--- config.mk ---
export PLATFORM = sky130hd
export DESIGN_NAME = proc_resp_path
export DESIGN_NICKNAME = d
export VERILOG_FILES = /design/src/design/sec_pkg.sv /design/src/design/mem_msg_pkg.sv /design/src/design/proc_resp_path.sv /design/src/design/resp_access_filter.sv /design/src/design/resp_queue.sv /design/src/design/resp_ingress.sv
export SDC_FILE = /design/constraint.sdc
export NUM_CORES = 1
export LEC_CHECK = 0
export BUFFER_PORTS_ARGS = -buffer_cell sky130_fd_sc_hd__buf_2
export CAP_MARGIN = 10
export CORE_MARGIN = 2
export CORE_UTILIZATION = 59
export DETAILED_ROUTE_END_ITERATION = 16
export PLACE_DENSITY = 0.85
export SETUP_SLACK_MARGIN = 0.1
export SLEW_MARGIN = 5
export SYNTH_ARGS = -nofsm -noshare
export SYNTH_HDL_FRONTEND = slang
export SYNTH_SLANG_ARGS = --single-unit
--- constraint.sdc ---
create_clock -name clk -period 6.1 [get_ports clk]
set_input_delay 0.305 -clock clk [delete_from_list [all_inputs] [get_ports clk]]
set_output_delay 0.305 -clock clk [all_outputs]
set_load 0.01 [all_outputs]
--- src/design/sec_pkg.sv ---
// security level definitions for the access filter and its testbench
// single-bit lattice where the higher value is the more privileged level

package sec_pkg;

	// one bit security level
	typedef logic sec_level_t;

	// named levels
	localparam sec_level_t SEC_NORMAL = 1'b0;
	localparam sec_level_t SEC_SECURE = 1'b1;

	//==================================================
	// status counter
	//==================================================

	// number of responses whose data was withheld
	// saturates at all ones instead of wrapping
	typedef logic [15:0] deny_count_t;

endpackage

--- src/design/mem_msg_pkg.sv ---
// memory response message layout shared by the response path and its testbench
// modules refer to these types by scoped name, e.g. mem_msg_pkg::resp_msg_t

package mem_msg_pkg;

	//==================================================
	// field types
	//==================================================

	// response type (read, write, init, ...), carried through untouched
	typedef logic [2:0]  resp_type_t;

	// opaque tag used by the processor to match a response to its request
	typedef logic [7:0]  opaque_t;

	// byte length code of the access
	typedef logic [1:0]  len_t;

	// response payload
	typedef logic [31:0] data_t;

	//==================================================
	// response message
	//==================================================

	// field order from msb down: type, opaque, len, data
	typedef struct packed {
		resp_type_t msg_type;
		opaque_t    opaque;
		len_t       len;
		data_t      data;
	} resp_msg_t;

	// total message width, used to size storage
	localparam int RESP_MSG_NBITS = $bits(resp_msg_t);

endpackage
--- src/design/proc_resp_path.sv ---
// memory response path of one core, network edge to processor
// ingress register, response queue, then the security access filter

module proc_resp_path #(
	parameter int QUEUE_DEPTH = 4
) (
	input  logic                     clk,
	input  logic                     arst_n,

	// network side
	input  logic                     net_resp_val,
	output logic                     net_resp_rdy,
	input  mem_msg_pkg::resp_msg_t   net_resp_msg,
	input  sec_pkg::sec_level_t      net_resp_sec,
	input  logic                     net_resp_fail,

	// processor mode
	input  sec_pkg::sec_level_t      proc_sec_level,

	// processor side
	output logic                     proc_resp_val,
	input  logic                     proc_resp_rdy,
	output mem_msg_pkg::resp_msg_t   proc_resp_msg,
	output logic                     proc_resp_fail,

	output sec_pkg::deny_count_t     deny_count
);

	// ingress to queue
	logic                   enq_val;
	logic                   enq_rdy;
	mem_msg_pkg::resp_msg_t enq_msg;
	sec_pkg::sec_level_t    enq_sec;
	logic                   enq_fail;

	// queue to filter
	logic                   deq_val;
	logic                   deq_rdy;
	mem_msg_pkg::resp_msg_t deq_msg;
	sec_pkg::sec_level_t    deq_sec;
	logic                   deq_fail;

	resp_ingress u_ingress (
		.clk           (clk),
		.arst_n        (arst_n),
		.net_resp_val  (net_resp_val),
		.net_resp_rdy  (net_resp_rdy),
		.net_resp_msg  (net_resp_msg),
		.net_resp_sec  (net_resp_sec),
		.net_resp_fail (net_resp_fail),
		.enq_val       (enq_val),
		.enq_rdy       (enq_rdy),
		.enq_msg       (enq_msg),
		.enq_sec       (enq_sec),
		.enq_fail      (enq_fail)
	);

	resp_queue #(
		.DEPTH (QUEUE_DEPTH)
	) u_queue (
		.clk      (clk),
		.arst_n   (arst_n),
		.enq_val  (enq_val),
		.enq_rdy  (enq_rdy),
		.enq_msg  (enq_msg),
		.enq_sec  (enq_sec),
		.enq_fail (enq_fail),
		.deq_val  (deq_val),
		.deq_rdy  (deq_rdy),
		.deq_msg  (deq_msg),
		.deq_sec  (deq_sec),
		.deq_fail (deq_fail)
	);

	resp_access_filter u_filter (
		.clk            (clk),
		.arst_n         (arst_n),
		.proc_sec_level (proc_sec_level),
		.deq_val        (deq_val),
		.deq_rdy        (deq_rdy),
		.deq_msg        (deq_msg),
		.deq_sec        (deq_sec),
		.deq_fail       (deq_fail),
		.proc_resp_val  (proc_resp_val),
		.proc_resp_rdy  (proc_resp_rdy),
		.proc_resp_msg  (proc_resp_msg),
		.proc_resp_fail (proc_resp_fail),
		.deny_count     (deny_count)
	);

endmodule

--- src/design/resp_access_filter.sv ---
// security access filter on the response path toward the processor
// withholds data of responses above the processor level and counts them

module resp_access_filter (
	input  logic                     clk,
	input  logic                     arst_n,

	// current processor mode
	input  sec_pkg::sec_level_t      proc_sec_level,

	// from the response queue
	input  logic                     deq_val,
	output logic                     deq_rdy,
	input  mem_msg_pkg::resp_msg_t   deq_msg,
	input  sec_pkg::sec_level_t      deq_sec,
	input  logic                     deq_fail,

	// toward the processor
	output logic                     proc_resp_val,
	input  logic                     proc_resp_rdy,
	output mem_msg_pkg::resp_msg_t   proc_resp_msg,
	output logic                     proc_resp_fail,

	// status for software
	output sec_pkg::deny_count_t     deny_count
);

	logic                   deq_fire;
	logic                   deny;
	mem_msg_pkg::resp_msg_t filt_msg;

	// registered decision kept alongside the output beat
	logic                   out_denied;

	// output register frees up when empty or being taken now
	assign deq_rdy  = !proc_resp_val || proc_resp_rdy;
	assign deq_fire = deq_val && deq_rdy;

	// only a secure response seen by a normal-mode processor is denied
	assign deny = (deq_sec == sec_pkg::SEC_SECURE) && (proc_sec_level == sec_pkg::SEC_NORMAL);

	//==================================================
	// filter datapath
	//==================================================

	// type, opaque and length survive so the processor can retire the request
	always_comb begin
		filt_msg = deq_msg;
		if (deny)
			filt_msg.data = '0;
	end

	always_ff @(posedge clk or negedge arst_n) begin
		if (!arst_n) begin
			proc_resp_val <= 1'b0;
			deny_count    <= '0;
		end else begin
			if (deq_fire)
				proc_resp_val <= 1'b1;
			else if (proc_resp_rdy)
				proc_resp_val <= 1'b0;
			// saturating count of withheld responses
			if (deq_fire && deny && deny_count != '1)
				deny_count <= deny_count + 1'b1;
		end
	end

	// output payload
	always_ff @(posedge clk) begin
		if (deq_fire) begin
			proc_resp_msg  <= filt_msg;
			proc_resp_fail <= deny ? 1'b0 : deq_fail;
			out_denied     <= deny;
		end
	end

	// denied data never leaves the filter
	a_denied_zero: assert property (@(posedge clk) disable iff (!arst_n)
		proc_resp_val && out_denied |-> proc_resp_msg.data == '0 && !proc_resp_fail)
		else $error("denied response carries data or a fail flag");

endmodule

--- src/design/resp_queue.sv ---
// response queue between the ingress register and the access filter
// circular buffer of DEPTH entries, DEPTH a power of two and at least 2

module resp_queue #(
	parameter int DEPTH = 4
) (
	input  logic                     clk,
	input  logic                     arst_n,

	// enqueue side
	input  logic                     enq_val,
	output logic                     enq_rdy,
	input  mem_msg_pkg::resp_msg_t   enq_msg,
	input  sec_pkg::sec_level_t      enq_sec,
	input  logic                     enq_fail,

	// dequeue side
	output logic                     deq_val,
	input  logic                     deq_rdy,
	output mem_msg_pkg::resp_msg_t   deq_msg,
	output sec_pkg::sec_level_t      deq_sec,
	output logic                     deq_fail
);

	localparam int PTR_W   = $clog2(DEPTH);
	localparam int CNT_W   = $clog2(DEPTH + 1);
	// entry packs fail, security level and message
	localparam int ENTRY_W = mem_msg_pkg::RESP_MSG_NBITS + $bits(sec_pkg::sec_level_t) + 1;

	typedef logic [PTR_W-1:0] ptr_t;
	typedef logic [CNT_W-1:0] cnt_t;

	logic [ENTRY_W-1:0] entry_mem [DEPTH];

	ptr_t wr_ptr;
	ptr_t rd_ptr;
	cnt_t count;

	logic full;
	logic empty;
	logic push;
	logic pop;

	//==================================================
	// status and handshakes
	//==================================================

	// status comes only from the registered count
	assign full  = (count == cnt_t'(DEPTH));
	assign empty = (count == '0);

	assign enq_rdy = !full;
	assign deq_val = !empty;

	assign push = enq_val && enq_rdy;
	assign pop  = deq_val && deq_rdy;

	// pointers wrap on their own since DEPTH is a power of two
	always_ff @(posedge clk or negedge arst_n) begin
		if (!arst_n) begin
			wr_ptr <= '0;
			rd_ptr <= '0;
			count  <= '0;
		end else begin
			if (push)
				wr_ptr <= wr_ptr + 1'b1;
			if (pop)
				rd_ptr <= rd_ptr + 1'b1;
			// simultaneous push and pop leaves the count alone
			if (push && !pop)
				count <= count + 1'b1;
			else if (pop && !push)
				count <= count - 1'b1;
		end
	end

	// entry storage
	always_ff @(posedge clk) begin
		if (push)
			entry_mem[wr_ptr] <= {enq_fail, enq_sec, enq_msg};
	end

	// head entry straight from the storage flops
	assign {deq_fail, deq_sec, deq_msg} = entry_mem[rd_ptr];

	//==================================================
	// checks
	//==================================================

	// a push while full would overwrite the head entry
	a_no_overflow: assert property (@(posedge clk) disable iff (!arst_n)
		push |-> count < cnt_t'(DEPTH))
		else $error("enqueue into a full response queue");

	a_no_underflow: assert property (@(posedge clk) disable iff (!arst_n)
		pop |-> count != '0)
		else $error("dequeue from an empty response queue");

	a_count_bound: assert property (@(posedge clk) disable iff (!arst_n)
		count <= cnt_t'(DEPTH))
		else $error("response queue count above depth");

endmodule

--- src/design/resp_ingress.sv ---
// network-side input register for memory responses
// two-slot skid pipe so net_resp_rdy comes straight from a flop

module resp_ingress (
	input  logic                     clk,
	input  logic                     arst_n,

	// from the network
	input  logic                     net_resp_val,
	output logic                     net_resp_rdy,
	input  mem_msg_pkg::resp_msg_t   net_resp_msg,
	input  sec_pkg::sec_level_t      net_resp_sec,
	input  logic                     net_resp_fail,

	// toward the response queue
	output logic                     enq_val,
	input  logic                     enq_rdy,
	output mem_msg_pkg::resp_msg_t   enq_msg,
	output sec_pkg::sec_level_t      enq_sec,
	output logic                     enq_fail
);

	// main slot drives enq, skid slot catches one extra beat on a stall
	logic                   main_val;
	mem_msg_pkg::resp_msg_t main_msg;
	sec_pkg::sec_level_t    main_sec;
	logic                   main_fail;

	logic                   skid_val;
	mem_msg_pkg::resp_msg_t skid_msg;
	sec_pkg::sec_level_t    skid_sec;
	logic                   skid_fail;

	logic net_fire;
	logic main_load;
	logic skid_load;

	// accept from the network only while the skid slot is free
	assign net_resp_rdy = !skid_val;
	assign net_fire     = net_resp_val && net_resp_rdy;

	// main slot can take new data when empty or draining this cycle
	assign main_load = !main_val || enq_rdy;
	// a stalled main slot pushes the incoming beat into the skid slot
	assign skid_load = main_val && !enq_rdy && !skid_val;

	//==================================================
	// slot valid flags
	//==================================================

	always_ff @(posedge clk or negedge arst_n) begin
		if (!arst_n) begin
			main_val <= 1'b0;
			skid_val <= 1'b0;
		end else if (main_load) begin
			// skid beat is older, so it goes first
			if (skid_val) begin
				main_val <= 1'b1;
				skid_val <= 1'b0;
			end else begin
				main_val <= net_fire;
			end
		end else if (net_fire) begin
			skid_val <= 1'b1;
		end
	end

	// payload slots
	always_ff @(posedge clk) begin
		if (main_load) begin
			main_msg  <= skid_val ? skid_msg  : net_resp_msg;
			main_sec  <= skid_val ? skid_sec  : net_resp_sec;
			main_fail <= skid_val ? skid_fail : net_resp_fail;
		end
		if (skid_load) begin
			skid_msg  <= net_resp_msg;
			skid_sec  <= net_resp_sec;
			skid_fail <= net_resp_fail;
		end
	end

	assign enq_val  = main_val;
	assign enq_msg  = main_msg;
	assign enq_sec  = main_sec;
	assign enq_fail = main_fail;

	// a stalled beat stays offered with the same payload until the queue takes it
	a_enq_hold: assert property (@(posedge clk) disable iff (!arst_n)
		enq_val && !enq_rdy |=>
			enq_val && $stable(enq_msg) && $stable(enq_sec) && $stable(enq_fail))
		else $error("ingress changed a stalled response");

endmodule

Yosys cells after proc, flatten, opt, wreduce, memory -nomap -nowiden
Memory sizes are Yosys's and may differ from the RTL's. Cells that the tools add are included.

Bits of input ports: 52. Bits in writable memories: 188. Latch bits: 0. Memories: 1. Flip-flop bits (word level): 166. Output and inout port bits: 64. Word-level logic and storage cells: 68. Memory bits (read-only): 0.

$add $sub $neg: 5. Order comparisons: 0. Multipliers: 0. Shifts and indexed selects: 0. Reduce and logical (&&, ||, !) cells: 23. Divide/modulo/power cells: 0. Bitwise gates (word level): 1. Mux-type cells: 12. Eq/ne operators: 2.

Memory list: u_queue.entry_mem (words 4, bits a word 47, read ports 1, clocked after Yosys merged registers in 0, wr ports 1, RTL line resp_queue.sv:33) `logic [ENTRY_W-1:0] entry_mem [DEPTH];`.

Operators by type and width (number): two-way mux 45 bit (1); adder 16 x 1 -> 16 bit, second input constant (1); != test 16 bit, second input constant (1); logical AND 1 bit (10); two-way mux 1 bit (9); logical NOT 1 bit (7); two-way mux 3 bit (2); nonzero test 2 bit (3); adder 2 x 1 -> 2 bit, second input constant (2); adder 3 x 1 -> 3 bit, second input constant (1); == test 3 bit, second input constant (1); logical NOT 3 bit (1); subtractor 3 x 1 -> 3 bit, second input constant (1); logical OR 1 bit (2); inverter 1 bit (1).

Depth between registers and ports, before layout
Depth in word-level cells: 7. Depth in mapped cells: 9. Mapped depth without buffers: 8.

Modules after synthesis
A second synthesis with hierarchy kept.

Cell total of the unflattened synthesis: 601. Area, all modules: 13404.1 um^2.

By module, submodules not included: resp_queue (instances 1, area each 7214.4 um^2, seq. area each 5820.6 um^2, cells each 281); resp_ingress (instances 1, area each 3709.8 um^2, seq. area each 2872.8 um^2, cells each 155); resp_access_filter (instances 1, area each 2479.9 um^2, seq. area each 1806.7 um^2, cells each 165).

Least setup slack after synthesis
Ideal clock, no wire load.

Path type: reg2reg. From: reg u_queue.count[0]. To: reg u_ingress.skid_fail (enable). Buffers on the path: 0. Stages on the path, launching flop included: 4. Setup time: 0.451 ns. Required time: 5.649 ns. Slack: 1.403 ns. Arrival time: 4.245 ns. Period minus slack after synthesis: 4.697 ns. Cells stage by stage: dfrtp_1 nor2_1 nand3_1 nor2_1.

Cells in the longest elaborated chain, start to end: 3.

RTL lines: start: declaration (RTL line resp_queue.sv:37) `cnt_t count;`; start signal: assignment (RTL line resp_queue.sv:71) `count <= count + 1'b1;`; start signal: assignment (RTL line resp_queue.sv:73) `count <= count - 1'b1;`; == test 3 bit (RTL line resp_queue.sv:49) `assign full = (count == cnt_t'(DEPTH));`; logical AND 1 bit (2 in series) (RTL line resp_ingress.sv:45) `assign skid_load = main_val && !enq_rdy && !skid_val;`; via u_ingress.skid_load (RTL line resp_ingress.sv:36) `logic skid_load;`; end signal: assignment (RTL line resp_ingress.sv:78) `skid_fail <= net_resp_fail;`; end: declaration (RTL line resp_ingress.sv:32) `logic skid_fail;`.

The timed path passes the listed nets, and every way through them passes these cells. A chain may end at the register's enable or synchronous reset.

Worst setup path in the final report
From: reg u_queue.count[0]. To: reg u_ingress.skid_msg[18] in the netlist's numbering (enable).

Cells in the longest elaborated chain, start to end: 3.

RTL lines: == test 3 bit (RTL line resp_queue.sv:49); logical AND 1 bit (2 in series) (RTL line resp_ingress.sv:45); via u_ingress.skid_load (RTL line resp_ingress.sv:36); end signal: assignment (RTL line resp_ingress.sv:76) `skid_msg <= net_resp_msg;`; end: declaration (RTL line resp_ingress.sv:30) `mem_msg_pkg::resp_msg_t skid_msg;`.

The timed path passes the listed nets, and every way through them passes these cells.

==> results.json <==
{
  "yosys.cell_types.count": 38,
  "hp-class": "input pin to flop",
  "hold_viol": 0,
  "drt_iter0_markers": 467,
  "switching_share_pct": 27.9,
  "nets": 839,
  "n_antenna_cell": 0,
  "critPathKind": "flop to flop",
  "met2_wirelength_mm": 14.0,
  "maxCapViolations": 0,
  "post_drt_wl_per_cell_microns": 23.7,
  "routedLengthMet1_mm": 9.51,
  "cts.path.max_buffers": 3,
  "seq_area_frac_synth_pct": 79.3,
  "power.share.clock_pct": 26.3,
  "synth_edf_count": 328,
  "synth_nets": 667,
  "whs_path_depth": 1,
  "fillCellCount": 1243,
  "die_x_microns": 154,
  "num_rows": 54,
  "place.gp.congestion": 0.773,
  "numCtsBuffers": 35,
  "clk_pin_slew_worst_paths_ps": 60,
  "synth_top_cell_area_share_pct": 74.4,
  "p_leak_nw": 5.52,
  "initial_core_util_pct": 60.3,
  "synth_cells": 608,
  "antenna_found_initial": 0,
  "crit_chain": "nor2_1, nand3_4, nor2_4, buf_4",
  "top_layer": "met4",
  "totalPowerFinal_w": 0.00754,
  "cp_num_cells": 4,
  "ys_top_cells_by_area": "edfxtp_1 (74%), mux4_2 (7.8%), dfrtp_1 (4.9%)",
  "pre_cts_ws_ps": 3070,
  "cts-root-buf": "clkbuf_16",
  "grt_max_degree": 51,
  "first_global_vias": 6674,
  "ir_drop_mv": 0.244,
  "p_int_w": 0.00544,
  "synth-async-reset-ratio_pct": 7.34,
  "final-setup-viol-count": 0,
  "grtUsageTotal_pct": 22.6,
  "wl_met3_mm": 1.37,
  "max_stage_delay_ps": 860,
  "syn_area_sq_um": 13200,
  "finalInstanceArea_sq_um": 15600,
  "p_switching_w": 0.00210,
  "synth_area_per_cell_sq_um": 21.8,
  "status": "finished clean",
  "ys.flop_type": "edfxtp_1",
  "area_growth_pct": 17.5,
  "yosysWarnings": 0,
  "final_core_util_pct": 70.8,
  "worst_slack_ps": 3060,
  "r2r_cells": 4,
  "drive_gt1_share_pct": 36.2,
  "critPathBufInv": 1,
  "die_h_microns": 154,
  "drv_slew": 0,
  "critPathLaunchType": "flop",
  "post_cts_buffers": 0,
  "htreeDepth": 2,
  "rsz0062_at_grt": "false",
  "cp_data_arrival_time_ps": 3200,
  "end_kind": "flop",
  "skew_ps": 17.2,
  "worstMarginPinSlew_ps": 1140,
  "finalWirelength_mm": 25.7,
  "vias": 6412,
  "synth_top_area_cell": "edfxtp_1",
  "required_ps": 6260,
  "die_area_sq_um": 23700,
  "min_period_over_period_pct": 49.8,
  "power_density_nw_per_um2": 485,
  "overflow": 0,
  "cts_sinks": 354,
  "port_buffers": 115,
  "cpLargestDelayFamily": "simple AND/OR/NAND/NOR gates",
  "drt-pass1-iter-count": 4,
  "coreArea_sq_um": 22000,
  "synth_seq_cells": 354,
  "placed_area_sq_um": 14100,
  "cts_tree": "built",
  "fin_crit_ps": 3040,
  "fmax_mhz": 329,
  "tns_ps": 0,
  "power_frac_seq_pct": 51.7,
  "path_max_fanout": 50,
  "crit_path_top_delay_cell": "nor2_4",
  "hpwl_mm": 13.9,
  "combinationalPowerShare_pct": 22.1,
  "io_pins": 116,
  "grt_pass1_wl_mm": 39.6,
  "ant_nets": 0,
  "drc_errors": 0,
  "max-slew-margin-rel_pct": 24.0,
  "clock_latency_ps": 510,
  "viasPerCell": 5.92
}
what timing repair did:
| action | in CTS | in global routing |
|---|---|---|
| resized for setup | 0 | 0 |
| endpoints found under the setup margin | 0 | 0 |
| hold buffers | 37 | 1 |
| endpoints found under the hold margin | 62 | 1 |
registers in the layout, summed over array words and instances (netlist names):
| register | cells |
|---|---|
| u_ingress.skid_fail | 1 |
| u_ingress.skid_sec | 1 |
| u_ingress.enq_sec | 1 |
| u_ingress.skid_val | 1 |
| u_queue.count | 3 |
| u_ingress.enq_msg | 45 |
| u_filter.proc_resp_fail | 1 |
| u_filter.proc_resp_msg | 45 |
| u_queue.rd_ptr | 2 |
| u_ingress.enq_val | 1 |
| u_queue.wr_ptr | 2 |
| u_filter.proc_resp_val | 1 |
| u_filter.deny_count | 16 |
| u_ingress.enq_fail | 1 |
| u_queue.entry_mem | 188 |
| u_ingress.skid_msg | 45 |
cells by family after synthesis:
kind of cell | share of synthesized area [%]
DFF | 79.3
muxes | 12.3
and+or+nand+nor | 4.73
buffers and inverters | 1.27
xor gates and xnor gates | 1.32
adders and majority gates | 0.718
AOI/OAI and AO/OA | 0.359
metrics by stage:
step,hold WS [ps],cells
5_1_grt,3.73,1083
4_1_cts,0.829,1082
3_5_place_dp,333,985
6_report,18.2,1083
3_3_place_gp,313,985
2_1_floorplan,9.41,608
worst paths after layout:
kind	start	endpoint	slack (ps)
worst max-delay path	u_queue.count[0]	u_ingress.skid_msg[18]	3060
worst min-delay path	net_resp_msg[0]	u_ingress.skid_msg[0]	20
worst max register to register	u_queue.count[0]	u_ingress.skid_msg[18]	3060
worst min register to register	u_ingress.enq_msg[28]	u_queue.entry_mem[2][28]	500
max in group asynchronous	arst_n	u_queue.rd_ptr[0]	5330
min in group asynchronous	arst_n	u_filter.deny_count[5]	340
synthesized netlist by cell type, drive strengths merged, types with 3 or more instances:
library cell  count
edfxtp          328
mux2             52
mux4             46
and2             38
dfrtp            26
buf              21
xor2             16
nor4             10
nand4             8
nand2             7
clkbuf            6
ha                6
inv               6
nand3             6
nor2              6
nor3              4
xnor2             4
and3              3
cell usage in the layout (no fill, tap or decap), types with 2 or more instances in the layout:
cell type and n:
nand2_1 6, and2_1 34, mux2_4 2, nor2_1 5, ha_1 6, xnor2_1 4, o21ai_0 2, nor3_1 3
xor2_1 16, buf_4 9, inv_1 5, nand3_1 5, dlygate4sd3_1 38, nand2b_1 2, and4_1 2, clkinvlp_4 2
clkinv_2 4, buf_2 115, edfxtp_1 328, dfrtp_1 23, mux2_2 50, clkinv_1 10, and2_2 4, nand4_1 8
clkbuf_16 37, nor4_2 9, clkbuf_1 6, and3_1 3, mux4_2 46, dfrtp_2 2
area by class of cell:
class	instances	area (sq um)	area share, %
clock buffer	43	948	6.10
inverter	6	22.5	0.145
timing repair buffer	162	1020	6.58
multi-input combinational	221	2600	16.7
tap	280	350	2.25
clock inverter	17	103	0.660
sequential	354	10500	67.6
power groups by stage:
stage	clock (W)	combinational, W	sequential (W)
after floorplan	0	0.00107	0.00388
after global placement	0	0.00158	0.00385
after detailed placement	0	0.00163	0.00391
after CTS	0.00201	0.00169	0.00389
after global routing	0.00210	0.00180	0.00396
final	0.00198	0.00167	0.00390
layer usage:
layer	global-route usage (%)	vias to the layer above
met2	40.4	257
met3	3.55	63
met1	28.2	3317
li1	-	2775
met4	8.32	0
met5	0	-
Power figures use the tool's default switching activity.
